[src/rtl/clock_pkg.sv]
package clock_pkg;

  // seconds counted from the start stamp
  typedef logic [31:0] stamp_t;

  // second of the day, 0 to 86399
  typedef logic [16:0] sod_t;

  // two BCD digits per field
  typedef struct packed {
    logic [7:0] hour;
    logic [7:0] minute;
    logic [7:0] second;
  } bcd_hms_t;

  localparam int unsigned SECONDS_PER_DAY    = 86400;
  localparam int unsigned SECONDS_PER_HOUR   = 3600;
  localparam int unsigned SECONDS_PER_MINUTE = 60;

endpackage

[src/rtl/alarm_pkg.sv]
package alarm_pkg;

  // slot index, 3 falls back to slot 0
  typedef logic [1:0] alarm_sel_t;

  // beep pattern, in clock cycles
  localparam int unsigned RING_ON_FIRST  = 5;
  localparam int unsigned RING_OFF       = 10;
  localparam int unsigned RING_ON_SECOND = 5;

endpackage

[src/rtl/stamp_conv_if.sv]
`timescale 1ns/1ps

interface stamp_conv_if import clock_pkg::*; ();

  // level, held with stamp until done
  logic     req;
  stamp_t   stamp;
  // one-cycle pulse, result valid with it
  logic     done;
  bcd_hms_t result;

  modport requester (
    output req,
    output stamp,
    input  done,
    input  result
  );

  modport server (
    input  req,
    input  stamp,
    output done,
    output result
  );

endinterface

[src/rtl/seconds_counter.sv]
`timescale 1ns/1ps

module seconds_counter import clock_pkg::*; #(
  parameter int unsigned TICK_DIV    = 50_000_000,
  parameter stamp_t      START_STAMP = '0
) (
  input  logic   clk,
  input  logic   rst_n,
  output logic   tick,
  output stamp_t stamp,
  output sod_t   sod
);

  localparam int   DIV_W     = (TICK_DIV > 1) ? $clog2(TICK_DIV) : 1;
  localparam sod_t START_SOD = sod_t'(START_STAMP % SECONDS_PER_DAY);

  logic [DIV_W-1:0] div_cnt;

  // last cycle of each second
  assign tick = (div_cnt == DIV_W'(TICK_DIV - 1));

  always_ff @(posedge clk or negedge rst_n) begin
    if (!rst_n) begin
      div_cnt <= '0;
    end else if (tick) begin
      div_cnt <= '0;
    end else begin
      div_cnt <= div_cnt + 1'b1;
    end
  end

  // sod runs next to the stamp so the day boundary needs no division
  always_ff @(posedge clk or negedge rst_n) begin
    if (!rst_n) begin
      stamp <= START_STAMP;
      sod   <= START_SOD;
    end else if (tick) begin
      stamp <= stamp + 1'b1;
      sod   <= (sod == sod_t'(SECONDS_PER_DAY - 1)) ? '0 : sod + 1'b1;
    end
  end

endmodule

[src/rtl/stamp_to_bcd.sv]
`timescale 1ns/1ps

module stamp_to_bcd import clock_pkg::*; (
  input logic          clk,
  input logic          rst_n,
  stamp_conv_if.server conv
);

  typedef enum logic [1:0] {
    S_IDLE,
    S_MOD,
    S_DIGIT,
    S_DONE
  } state_t;

  state_t          state;
  logic [3:0]      step_cnt;
  logic [2:0]      digit_idx;
  stamp_t          rem;
  stamp_t          divisor;
  stamp_t          weight;
  logic            digit_done;
  logic [4:0][3:0] digit;

  // place value of the digit being counted, hour tens first
  always_comb begin
    case (digit_idx)
      3'd0:    weight = stamp_t'(10 * SECONDS_PER_HOUR);
      3'd1:    weight = stamp_t'(SECONDS_PER_HOUR);
      3'd2:    weight = stamp_t'(10 * SECONDS_PER_MINUTE);
      3'd3:    weight = stamp_t'(SECONDS_PER_MINUTE);
      default: weight = stamp_t'(10);
    endcase
  end

  assign digit_done = (rem < weight);
  assign conv.done  = (state == S_DONE);

  always_ff @(posedge clk or negedge rst_n) begin
    if (!rst_n) begin
      state     <= S_IDLE;
      step_cnt  <= '0;
      digit_idx <= '0;
    end else begin
      case (state)
        S_IDLE: begin
          if (conv.req) begin
            state    <= S_MOD;
            step_cnt <= 4'd15;
          end
        end
        S_MOD: begin
          step_cnt <= step_cnt - 4'd1;
          if (step_cnt == 4'd0) begin
            state     <= S_DIGIT;
            digit_idx <= '0;
          end
        end
        S_DIGIT: begin
          if (digit_done) begin
            if (digit_idx == 3'd4) begin
              state <= S_DONE;
            end else begin
              digit_idx <= digit_idx + 3'd1;
            end
          end
        end
        default: state <= S_IDLE;
      endcase
    end
  end

  // quotient fits 16 bits, so 16 shift-subtract steps leave stamp mod day
  always_ff @(posedge clk) begin
    case (state)
      S_IDLE: begin
        if (conv.req) begin
          rem     <= conv.stamp;
          divisor <= stamp_t'(SECONDS_PER_DAY) << 15;
          digit   <= '0;
        end
      end
      S_MOD: begin
        if (rem >= divisor) begin
          rem <= rem - divisor;
        end
        divisor <= divisor >> 1;
      end
      S_DIGIT: begin
        if (!digit_done) begin
          rem               <= rem - weight;
          digit[digit_idx] <= digit[digit_idx] + 4'd1;
        end else if (digit_idx == 3'd4) begin
          // what is left below ten is the seconds units digit
          conv.result <= '{hour:   {digit[0], digit[1]},
                           minute: {digit[2], digit[3]},
                           second: {digit[4], rem[3:0]}};
        end
      end
      default: ;
    endcase
  end

endmodule

[src/rtl/conv_arbiter.sv]
`timescale 1ns/1ps

module conv_arbiter (
  input logic             clk,
  input logic             rst_n,
  stamp_conv_if.server    req_a,
  stamp_conv_if.server    req_b,
  stamp_conv_if.requester conv
);

  // one-hot owner {b, a}, zero while the converter is free
  logic [1:0] owner;
  logic       last_b;
  logic       grant_b;

  // b wins when alone or when a had the last turn
  assign grant_b = req_b.req & (~req_a.req | ~last_b);

  always_ff @(posedge clk or negedge rst_n) begin
    if (!rst_n) begin
      owner  <= '0;
      last_b <= 1'b1;
    end else if (owner == 2'b00) begin
      if (req_a.req || req_b.req) begin
        owner  <= {grant_b, ~grant_b};
        last_b <= grant_b;
      end
    end else if (conv.done) begin
      owner <= '0;
    end
  end

  assign conv.req   = |owner;
  assign conv.stamp = owner[1] ? req_b.stamp : req_a.stamp;

  // only the owner sees done and result
  assign req_a.done   = conv.done & owner[0];
  assign req_b.done   = conv.done & owner[1];
  assign req_a.result = owner[0] ? conv.result : '0;
  assign req_b.result = owner[1] ? conv.result : '0;

endmodule

[src/rtl/time_display.sv]
`timescale 1ns/1ps

module time_display import clock_pkg::*; (
  input  logic            clk,
  input  logic            rst_n,
  input  logic            tick,
  input  stamp_t          stamp,
  stamp_conv_if.requester conv,
  output bcd_hms_t        time_bcd
);

  logic pending;
  logic launch;

  // stamp still holds the old second in the tick cycle, so launch a cycle later
  assign launch = pending & ~conv.req;

  always_ff @(posedge clk or negedge rst_n) begin
    if (!rst_n) begin
      pending  <= 1'b0;
      conv.req <= 1'b0;
      time_bcd <= '0;
    end else begin
      pending <= tick | (pending & ~launch);
      if (conv.done) begin
        conv.req <= 1'b0;
        time_bcd <= conv.result;
      end else if (launch) begin
        conv.req <= 1'b1;
      end
    end
  end

  always_ff @(posedge clk) begin
    if (launch) begin
      conv.stamp <= stamp;
    end
  end

endmodule

[src/rtl/alarm_unit.sv]
`timescale 1ns/1ps

module alarm_unit import clock_pkg::*, alarm_pkg::*; #(
  parameter int unsigned NUM_ALARMS = 3
) (
  input  logic            clk,
  input  logic            rst_n,
  input  logic            set,
  input  logic            cancel,
  input  logic            tick,
  input  alarm_sel_t      sel,
  input  bcd_hms_t        alarm_in,
  input  stamp_t          stamp,
  input  sod_t            sod,
  stamp_conv_if.requester conv,
  output bcd_hms_t        alarm_bcd,
  output logic            ring
);

  localparam int RING_LEN = RING_ON_FIRST + RING_OFF + RING_ON_SECOND;
  localparam int CNT_W    = $clog2(RING_LEN);

  stamp_t           slot_stamp [NUM_ALARMS];
  alarm_sel_t       cur_slot;
  alarm_sel_t       sel_q;
  sod_t             target;
  stamp_t           new_alarm;
  stamp_t           next_stamp;
  logic             match;
  logic             ring_active;
  logic [CNT_W-1:0] ring_cnt;
  logic             pending;
  logic             launch;

  function automatic logic [6:0] bcd_to_bin(input logic [7:0] bcd);
    return 7'(bcd[7:4]) * 7'd10 + 7'(bcd[3:0]);
  endfunction

  // unused indices, 3 included, fall back to slot 0
  assign cur_slot = (sel < NUM_ALARMS) ? sel : '0;

  assign target = sod_t'(bcd_to_bin(alarm_in.hour) * SECONDS_PER_HOUR +
                         bcd_to_bin(alarm_in.minute) * SECONDS_PER_MINUTE +
                         bcd_to_bin(alarm_in.second));

  // today if still ahead, otherwise tomorrow
  assign new_alarm = stamp - stamp_t'(sod) + stamp_t'(target) +
                     ((target <= sod) ? stamp_t'(SECONDS_PER_DAY) : stamp_t'(0));

  always_ff @(posedge clk or negedge rst_n) begin
    if (!rst_n) begin
      for (int i = 0; i < NUM_ALARMS; i++) begin
        slot_stamp[i] <= '0;
      end
    end else if (set) begin
      slot_stamp[cur_slot] <= new_alarm;
    end
  end

  // compare against the stamp this tick is about to load
  assign next_stamp = stamp + 1'b1;

  always_comb begin
    match = 1'b0;
    if (tick) begin
      for (int i = 0; i < NUM_ALARMS; i++) begin
        if (slot_stamp[i] == next_stamp) begin
          match = 1'b1;
        end
      end
    end
  end

  // a fresh match restarts the pattern
  always_ff @(posedge clk or negedge rst_n) begin
    if (!rst_n) begin
      ring_active <= 1'b0;
      ring_cnt    <= '0;
    end else if (match) begin
      ring_active <= 1'b1;
      ring_cnt    <= '0;
    end else if (cancel) begin
      ring_active <= 1'b0;
      ring_cnt    <= '0;
    end else if (ring_active) begin
      if (ring_cnt == CNT_W'(RING_LEN - 1)) begin
        ring_active <= 1'b0;
        ring_cnt    <= '0;
      end else begin
        ring_cnt <= ring_cnt + 1'b1;
      end
    end
  end

  // high, gap, high
  assign ring = ring_active &
                ((ring_cnt < CNT_W'(RING_ON_FIRST)) |
                 (ring_cnt >= CNT_W'(RING_ON_FIRST + RING_OFF)));

  assign launch = pending & ~conv.req;

  // read-back once after reset, on a new sel and after each set
  always_ff @(posedge clk or negedge rst_n) begin
    if (!rst_n) begin
      sel_q     <= '0;
      pending   <= 1'b1;
      conv.req  <= 1'b0;
      alarm_bcd <= '0;
    end else begin
      sel_q   <= sel;
      pending <= (sel != sel_q) | set | (pending & ~launch);
      if (conv.done) begin
        conv.req  <= 1'b0;
        alarm_bcd <= conv.result;
      end else if (launch) begin
        conv.req <= 1'b1;
      end
    end
  end

  always_ff @(posedge clk) begin
    if (launch) begin
      conv.stamp <= slot_stamp[cur_slot];
    end
  end

endmodule

[src/rtl/alarm_clock_top.sv]
`timescale 1ns/1ps

module alarm_clock_top import clock_pkg::*; #(
  parameter int unsigned TICK_DIV    = 50_000_000,
  parameter stamp_t      START_STAMP = '0,
  parameter int unsigned NUM_ALARMS  = 3
) (
  input  logic       clk,
  input  logic       rst_n,
  input  logic       set,
  input  logic       cancel,
  input  logic [1:0] sel,
  input  logic [7:0] alarm_hour_in,
  input  logic [7:0] alarm_minute_in,
  input  logic [7:0] alarm_second_in,
  output logic [7:0] time_hour,
  output logic [7:0] time_minute,
  output logic [7:0] time_second,
  output logic [7:0] alarm_hour,
  output logic [7:0] alarm_minute,
  output logic [7:0] alarm_second,
  output logic       ring
);

  logic     tick;
  stamp_t   stamp;
  sod_t     sod;
  bcd_hms_t time_bcd;
  bcd_hms_t alarm_bcd;
  bcd_hms_t alarm_in;

  // display and read-back share the one converter
  stamp_conv_if disp_conv ();
  stamp_conv_if alarm_conv ();
  stamp_conv_if core_conv ();

  assign alarm_in = '{hour: alarm_hour_in, minute: alarm_minute_in, second: alarm_second_in};

  seconds_counter #(
    .TICK_DIV    (TICK_DIV),
    .START_STAMP (START_STAMP)
  ) u_seconds_counter (
    .clk   (clk),
    .rst_n (rst_n),
    .tick  (tick),
    .stamp (stamp),
    .sod   (sod)
  );

  time_display u_time_display (
    .clk      (clk),
    .rst_n    (rst_n),
    .tick     (tick),
    .stamp    (stamp),
    .conv     (disp_conv.requester),
    .time_bcd (time_bcd)
  );

  alarm_unit #(
    .NUM_ALARMS (NUM_ALARMS)
  ) u_alarm_unit (
    .clk       (clk),
    .rst_n     (rst_n),
    .set       (set),
    .cancel    (cancel),
    .tick      (tick),
    .sel       (sel),
    .alarm_in  (alarm_in),
    .stamp     (stamp),
    .sod       (sod),
    .conv      (alarm_conv.requester),
    .alarm_bcd (alarm_bcd),
    .ring      (ring)
  );

  conv_arbiter u_conv_arbiter (
    .clk   (clk),
    .rst_n (rst_n),
    .req_a (disp_conv.server),
    .req_b (alarm_conv.server),
    .conv  (core_conv.requester)
  );

  stamp_to_bcd u_stamp_to_bcd (
    .clk   (clk),
    .rst_n (rst_n),
    .conv  (core_conv.server)
  );

  assign time_hour    = time_bcd.hour;
  assign time_minute  = time_bcd.minute;
  assign time_second  = time_bcd.second;
  assign alarm_hour   = alarm_bcd.hour;
  assign alarm_minute = alarm_bcd.minute;
  assign alarm_second = alarm_bcd.second;

endmodule

[config.mk]
export PLATFORM = sky130hd
export DESIGN_NAME = alarm_clock_top
export DESIGN_NICKNAME = d
export VERILOG_FILES = /design/src/rtl/clock_pkg.sv /design/src/rtl/alarm_pkg.sv /design/src/rtl/stamp_conv_if.sv /design/src/rtl/seconds_counter.sv /design/src/rtl/stamp_to_bcd.sv /design/src/rtl/conv_arbiter.sv /design/src/rtl/time_display.sv /design/src/rtl/alarm_unit.sv /design/src/rtl/alarm_clock_top.sv
export SDC_FILE = /design/constraint.sdc
export NUM_CORES = 1
export LEC_CHECK = 0
export BUFFER_PORTS_ARGS = -buffer_cell sky130_fd_sc_hd__buf_2
export CAP_MARGIN = 20
export CELL_PAD_IN_SITES_DETAIL_PLACEMENT = 1
export CELL_PAD_IN_SITES_GLOBAL_PLACEMENT = 2
export CORE_ASPECT_RATIO = 0.6
export CORE_MARGIN = 8
export CORE_UTILIZATION = 46
export CTS_CLUSTER_DIAMETER = 150
export DETAILED_ROUTE_END_ITERATION = 16
export GPL_ROUTABILITY_DRIVEN = 1
export PLACE_DENSITY_LB_ADDON = 0.12
export SYNTH_ARGS = -nofsm -noshare
export SYNTH_HDL_FRONTEND = slang
export SYNTH_HIERARCHICAL = 1
export SYNTH_SLANG_ARGS = --single-unit
[constraint.sdc]
create_clock -name clk -period 11.7 [get_ports clk]
set_input_delay 2.34 -clock clk [delete_from_list [all_inputs] [get_ports clk]]
set_output_delay 2.34 -clock clk [all_outputs]
set_load 0.005 [all_outputs]
**After elaboration in Yosys (flattened, before gate mapping)**

Index checks and enable logic that the tools add are counted.
Widths: inputs -> output; s select.

- Flip-flop bits (word level): 415
- Latch bits: 0
- Bits in writable memories: 0
- Bits in read-only memories: 0
- Input bits: 30
- Output and inout port bits: 49
- Word-level logic and storage cells: 192
- Memories: 0

- Add/subtract/negate cells: 17
- Multipliers: 5
- Div/mod/pow operators: 0
- Order comparisons: 10
- Equal/unequal tests: 22
- Shift operators: 0
- Mux-type cells: 58
- Bitwise operators: 20
- Reductions and logical operators: 24

Operator list:

| kind | number |
|---|---|
| $mux 32 | 8 |
| $bwmux 96 | 1 |
| $eq 32x32->1 | 3 |
| $pmux 32 s3 | 1 |
| $bmux 32 s2 | 1 |
| $demux 32 s2 | 1 |
| $pmux 16 s4 | 1 |
| $pmux 32 s2 | 1 |
| $mux 24 | 2 |
| $mux 20 | 2 |
| $pmux 20 s2 | 1 |
| $mux 17 | 2 |
| $add 32x1->32 const B | 1 |
| $add 32x17->32 | 1 |
| $add 32x32->32 | 1 |
| $ge 32x32->1 | 1 |
| $lt 32x16->1 | 1 |
| $sub 32x16->32 | 1 |
| $sub 32x17->32 | 1 |
| $sub 32x32->32 | 1 |
| $add 26x1->26 const B | 1 |
| $eq 26x26->1 const B | 1 |
| $mux 26 | 1 |
| $add 7x4->7 | 3 |
| other kinds (54) | 118 |

**Longest topological paths before layout**

- Word-level depth: 9
- Mapped depth: 42
- Mapped depth without buffers: 42

**Cells and area by module**

Netlist, hierarchy kept.

By module, submodules not included:

| module | times used | cells each | area each (sq um) | sequential area each (sq um) |
|---|---|---|---|---|
| alarm_unit | 1 | 1,541 | 14,965.6 | 4,215.3 |
| stamp_to_bcd | 1 | 806 | 7,972.6 | 3,468.3 |
| seconds_counter | 1 | 340 | 3,714.8 | 1,876.8 |
| time_display | 1 | 88 | 2,028.2 | 1,611.5 |
| conv_arbiter | 1 | 104 | 889.6 | 76.3 |

**Worst setup path before layout**

No wires, ideal clock.

- Kind: input port to flip-flop
- Start point: input port alarm_minute_in[4]
- End point: register u_alarm_unit/slot_stamp[22] (netlist bit)
- Library setup time: 0.150 ns
- Arrival time: 10.980 ns
- Required time: 11.550 ns
- Path slack: 0.569 ns
- Stages: 37
- Buffers on the path: 0
- Cell sequence: ha_1 > ha_1 > nand3_1 > nand2_1 > xor2_1 > inv_1 > fa_1 > fa_1 > inv_1 > ha_1 > inv_1 > o21ai_0 > a21oi_1 > o21bai_1 > a21o_1 > a21oi_1 > xnor2_1 > ha_1 > ha_1 > o21ai_0 > a21oi_1 > or4_1 > nand3_1 > ha_1 > a21o_1 > a21oi_1 > nand2_1 > o311ai_0 > a31o_2 > fa_1 > ha_1 > or3_1 > o311a_1 > nor3_1 > o21ai_0 > a221oi_1 > o211ai_1

- Cells in the longest elaborated chain, start to end: 9
- Elaborated cells between the ends (all ways): 10
- Those cells by class: add/sub (5); mul (2); order compare (1); mux (2)

RTL lines:

| element | RTL line | RTL |
|---|---|---|
| from (decl) | alarm_clock_top.sv:14 | `input logic [7:0] alarm_minute_in,` |
| $mul 4x3->6 * | alarm_unit.sv:36 | `return 7'(bcd[7:4]) * 7'd10 + 7'(bcd[3:0]);` |
| $add 7x4->7 * | alarm_unit.sv:36 |  |
| $mul 7x4->11 * | alarm_unit.sv:43 | `bcd_to_bin(alarm_in.minute) * SECONDS_PER_MINUTE +` |
| $add 17x13->17 * | alarm_unit.sv:42 | `assign target = sod_t'(bcd_to_bin(alarm_in.hour) * SECONDS_PER_HOUR +` |
| $add 17x7->17 * | alarm_unit.sv:43 |  |
| branches (longest 2 deep; another with $add 32x17->32) | - |  |
| $add 32x32->32 * | alarm_unit.sv:47 | `assign new_alarm = stamp - stamp_t'(sod) + stamp_t'(target) +` |
| $bwmux 96 * | alarm_unit.sv:56 | `slot_stamp[cur_slot] <= new_alarm;` |
| to (signal, indexed assignment) | alarm_unit.sv:56 |  |
| to (decl) | alarm_unit.sv:23 | `stamp_t slot_stamp [NUM_ALARMS];` |

Mark *: on every way between the ends.
A chain may end at the register's enable or synchronous reset.

**Worst setup path after layout**

- Start point: input port alarm_minute_in[1]
- End point: register u_alarm_unit/slot_stamp[22] (netlist bit)

- Cells in the longest elaborated chain, start to end: 8
- Elaborated cells between the ends (all ways): 9
- Those cells by class: add/sub (5); mul (1); order compare (1); mux (2)

RTL lines:

| element | RTL line |
|---|---|
| $add 7x4->7 * | alarm_unit.sv:36 |
| $mul 7x4->11 * | alarm_unit.sv:43 |
| $add 17x13->17 * | alarm_unit.sv:42 |
| $add 17x7->17 * | alarm_unit.sv:43 |
| branches (longest 2 deep; another with $add 32x17->32) | - |
| $add 32x32->32 * | alarm_unit.sv:47 |
| $bwmux 96 * | alarm_unit.sv:56 |

Marked as above.

==> flow_summary.toml <==
[yosys]
netlist_top_cells_area = "dfrtp_1 (20%), edfxtp_1 (17%), ha_1 (9.7%), xnor2_1 (5.5%), mux2_2 (4.9%)"
ys.flop_type = "dfrtp_1"
ys_seq_area_share_pct = 38.0
syn_inst = 2879
synth-seq-cells = 415
synthArstFlopShare_pct = 58.6
ys_types = 111
avgSynthCellArea_um2 = 10.3
syn_nets = 3182
synth_warnings = 6
synth-edff-count = 172
synth_top_area_share_pct = 20.4
synth_top_area_cell = "dfrtp_1"
syn-cell-area_um2 = 29600

[floorplanning]
fp-row-count = 72
core-area_um2 = 64000
boundaryPins = 79
die_x_um = 343
dieArea_um2 = 72900
start_util_pct = 46.2
fp.dieH_um = 212

[timing]
period_minus_slack_ns = 11.09
setup_viol_count_final = 0
clock-skew-final_ns = 0.0200
slew_headroom_pct = 30.9
rsz0062_at_grt = "false"
slew_violations = 0
fin_crit_sh_pct = 94.8
timing.final.ws_setup_ns = 0.610
setup-tns-final_ns = 0
worst_pin_slew_ns = 1.03
fmax_mhz = 90.2
hold_viol_final = 0

[route]
vias = 23000
drt-initial-drc-count = 1792
ant_nets = 0
post_drt_wl_per_cell_um = 24.9
drc = 0
wirelength_mm = 95.5
firstDrtPassIters = 7
viasPerCell = 5.98

[global_route]
antenna_found_initial = 2
grt_pass1_wl_mm = 147
grt_max_degree = 104
grt_usage_pct = 26.0
grt_pass1_vias = 23900
grt.overflow.total = 0

[final_layout]
fin_util_pct = 50.7
nets = 3260
final_common_cell = "dfrtp_1"
fillCellCount = 7063
mostFrequentLayoutCells = "dfrtp_1 (240), ha_1 (227), nor2_1 (202), nand2_1 (200), xnor2_1 (186)"
drive_gt1_share_pct = 15.2
antenna_cells = 0
syn_to_final_growth_pct = 9.77
fin_area_um2 = 32500

[worst_setup_path]
r2r_end = "u_alarm_unit/slot_stamp[22]"
cp.required_ns = 12.16
cp_max_fo = 6
r2r_setup_slack_ns = 6.25
crit_type = "primary input to flop"
startpoint_type = "primary input"
timing.rr.start = "u_seconds_counter/sod[1]"
critPathTopFamily = "adder cells"
cp_slowest_cell = "fa_1"
crit_buf_inv = 5
rr_worst_depth = 21
cp_slowest_stage_delay_ns = 0.57
cp.arrival_ns = 11.55
endpoint_kind = "flop"

[clocking]
hold_buffers = 0
cts_sinks = 415
max-clock-path-buffers = 3
clk_latency_ns = 0.61
htreeDepth = 2
numCtsBuffers = 44
root_buffer = "clkbuf_16"
cts_tree = "built"
clk_pin_slew_ns = 0.06

[hold_path]
hold_depth = 1
min_to = "u_seconds_counter/div_cnt[6]"
hold_start = "u_seconds_counter/div_cnt[6]"
hp-class = "flop to flop"

[placed_design]
place_area_um2 = 30900
port-buffer-count = 78
dp_worst_setup_slack_ns = -0.345
place.gp.congestion = 0.942
dp_hpwl_mm = 72.0

[status]
status = "finished clean"

[job]
maxCapViolations = 0
[registers in the layout, summed over array words and instances (netlist names), 2 cells and up]
| signal | flops |
|---|---|
| u_stamp_to_bcd/divisor | 32 |
| u_stamp_to_bcd/digit_idx | 3 |
| u_stamp_to_bcd/step_cnt | 4 |
| u_alarm_unit/slot_stamp | 96 |
| u_stamp_to_bcd/rem | 32 |
| u_conv_arbiter/owner | 2 |
| u_alarm_unit/ring_cnt | 5 |
| u_time_display/conv.stamp | 32 |
| u_seconds_counter/sod | 17 |
| u_alarm_unit/alarm_bcd | 24 |
| u_alarm_unit/conv.stamp | 32 |
| u_stamp_to_bcd/state | 2 |
| u_stamp_to_bcd/digit | 20 |
| u_seconds_counter/div_cnt | 26 |
| u_alarm_unit/sel_q | 2 |
| u_time_display/time_bcd | 24 |
| u_seconds_counter/stamp | 32 |
| u_stamp_to_bcd/conv.result | 24 |
[worst register-to-register path, cell delays in order (launching register included)]
cell and delay [ns]:
dfrtp_1 0.43, inv_1 0.12, ha_1 0.33, nor2b_1 0.14, o21a_1 0.16, o21a_1 0.17, o21a_1 0.17, o21a_1 0.16
o21ai_0 0.16, a21oi_1 0.10, o311ai_2 0.35, a31o_2 0.18, fa_1 0.42, ha_1 0.27, or3_1 0.45, o311a_1 0.43
nor3_1 0.21, o21ai_0 0.12, buf_4 0.16, a221oi_1 0.44, buf_4 0.25, o211ai_1 0.11
[timing repair]
item / in CTS / in global routing
setup buffers: 0 / 0
endpoints found under the setup margin: 0 / 50
endpoints found under the hold margin: 0 / 0
resized for setup: 0 / 6
[cells by family (layout without fill, tap and decap cells)]
kind of cell	after synthesis	after routing	synth area share [%]
XOR/XNOR	309	309	9.38
flip-flops	415	415	38.0
multiplexers	200	200	7.72
adder cells (fa/ha/maj)	273	273	12.7
AO/OA/AOI/OAI	519	519	12.0
buffers and inverters	299	413	4.43
AND/OR/NAND/NOR	864	864	15.7
[synthesized netlist by cell type, types with 44 or more instances]
cell type,n
a21o_1,52
a21oi_1,103
and2_1,57
clkbuf_1,64
dfrtp_1,241
edfxtp_1,172
fa_1,44
ha_1,229
inv_1,185
mux2_2,129
mux2i_1,50
nand2_1,203
nand3_1,71
nand4_1,56
nor2_1,204
nor3_1,55
o21ai_0,130
xnor2_1,186
xor2_1,118
[layout make-up]
class | count | area, um2 | area share (%)
sequential | 415 | 11200 | 34.7
multi-input combinational | 2165 | 17100 | 52.6
clock inverter | 29 | 294 | 0.906
tap | 851 | 1060 | 3.28
timing repair buffer | 143 | 908 | 2.80
inverter | 188 | 706 | 2.17
clock buffer | 53 | 1180 | 3.62
[routing by layer]
layer | global-route usage, % | share of wire, % | wire length [um] | vias to the layer above
li1 | - | - | - | 10500
met1 | 38.9 | 49 | 47100 | 11700
met2 | 37.9 | 42 | 39600 | 679
met3 | 5.82 | 7.2 | 6920 | 130
met4 | 5.90 | 2.0 | 1890 | 2
met5 | 0 | 0.014 | 13 | -
[worst max-delay path by stage]
stage	from	endpoint	slack (ns)	cells after the start
6_report	alarm_minute_in[1]	u_alarm_unit/slot_stamp[22]	0.61	36
5_1_grt	alarm_minute_in[4]	u_alarm_unit/slot_stamp[60]	0.05	41
4_1_cts	alarm_minute_in[1]	u_alarm_unit/slot_stamp[28]	0.28	39
3_5_place_dp	alarm_minute_in[1]	u_alarm_unit/slot_stamp[28]	-0.34	39
3_3_place_gp	alarm_minute_in[1]	u_alarm_unit/slot_stamp[28]	0.02	39
2_1_floorplan	alarm_minute_in[4]	u_alarm_unit/slot_stamp[22]	0.57	37
[metrics by stage]
stage	hold slack, ns	cells
2_1_floorplan	0.426	2879
3_5_place_dp	0.463	3761
3_3_place_gp	0.453	3761
6_report	0.476	3844
5_1_grt	0.509	3844
4_1_cts	0.476	3843
Power is left out: the tool's default activity adds up to more than one toggle a clock period on the data nets, which glitch-free logic cannot reach.
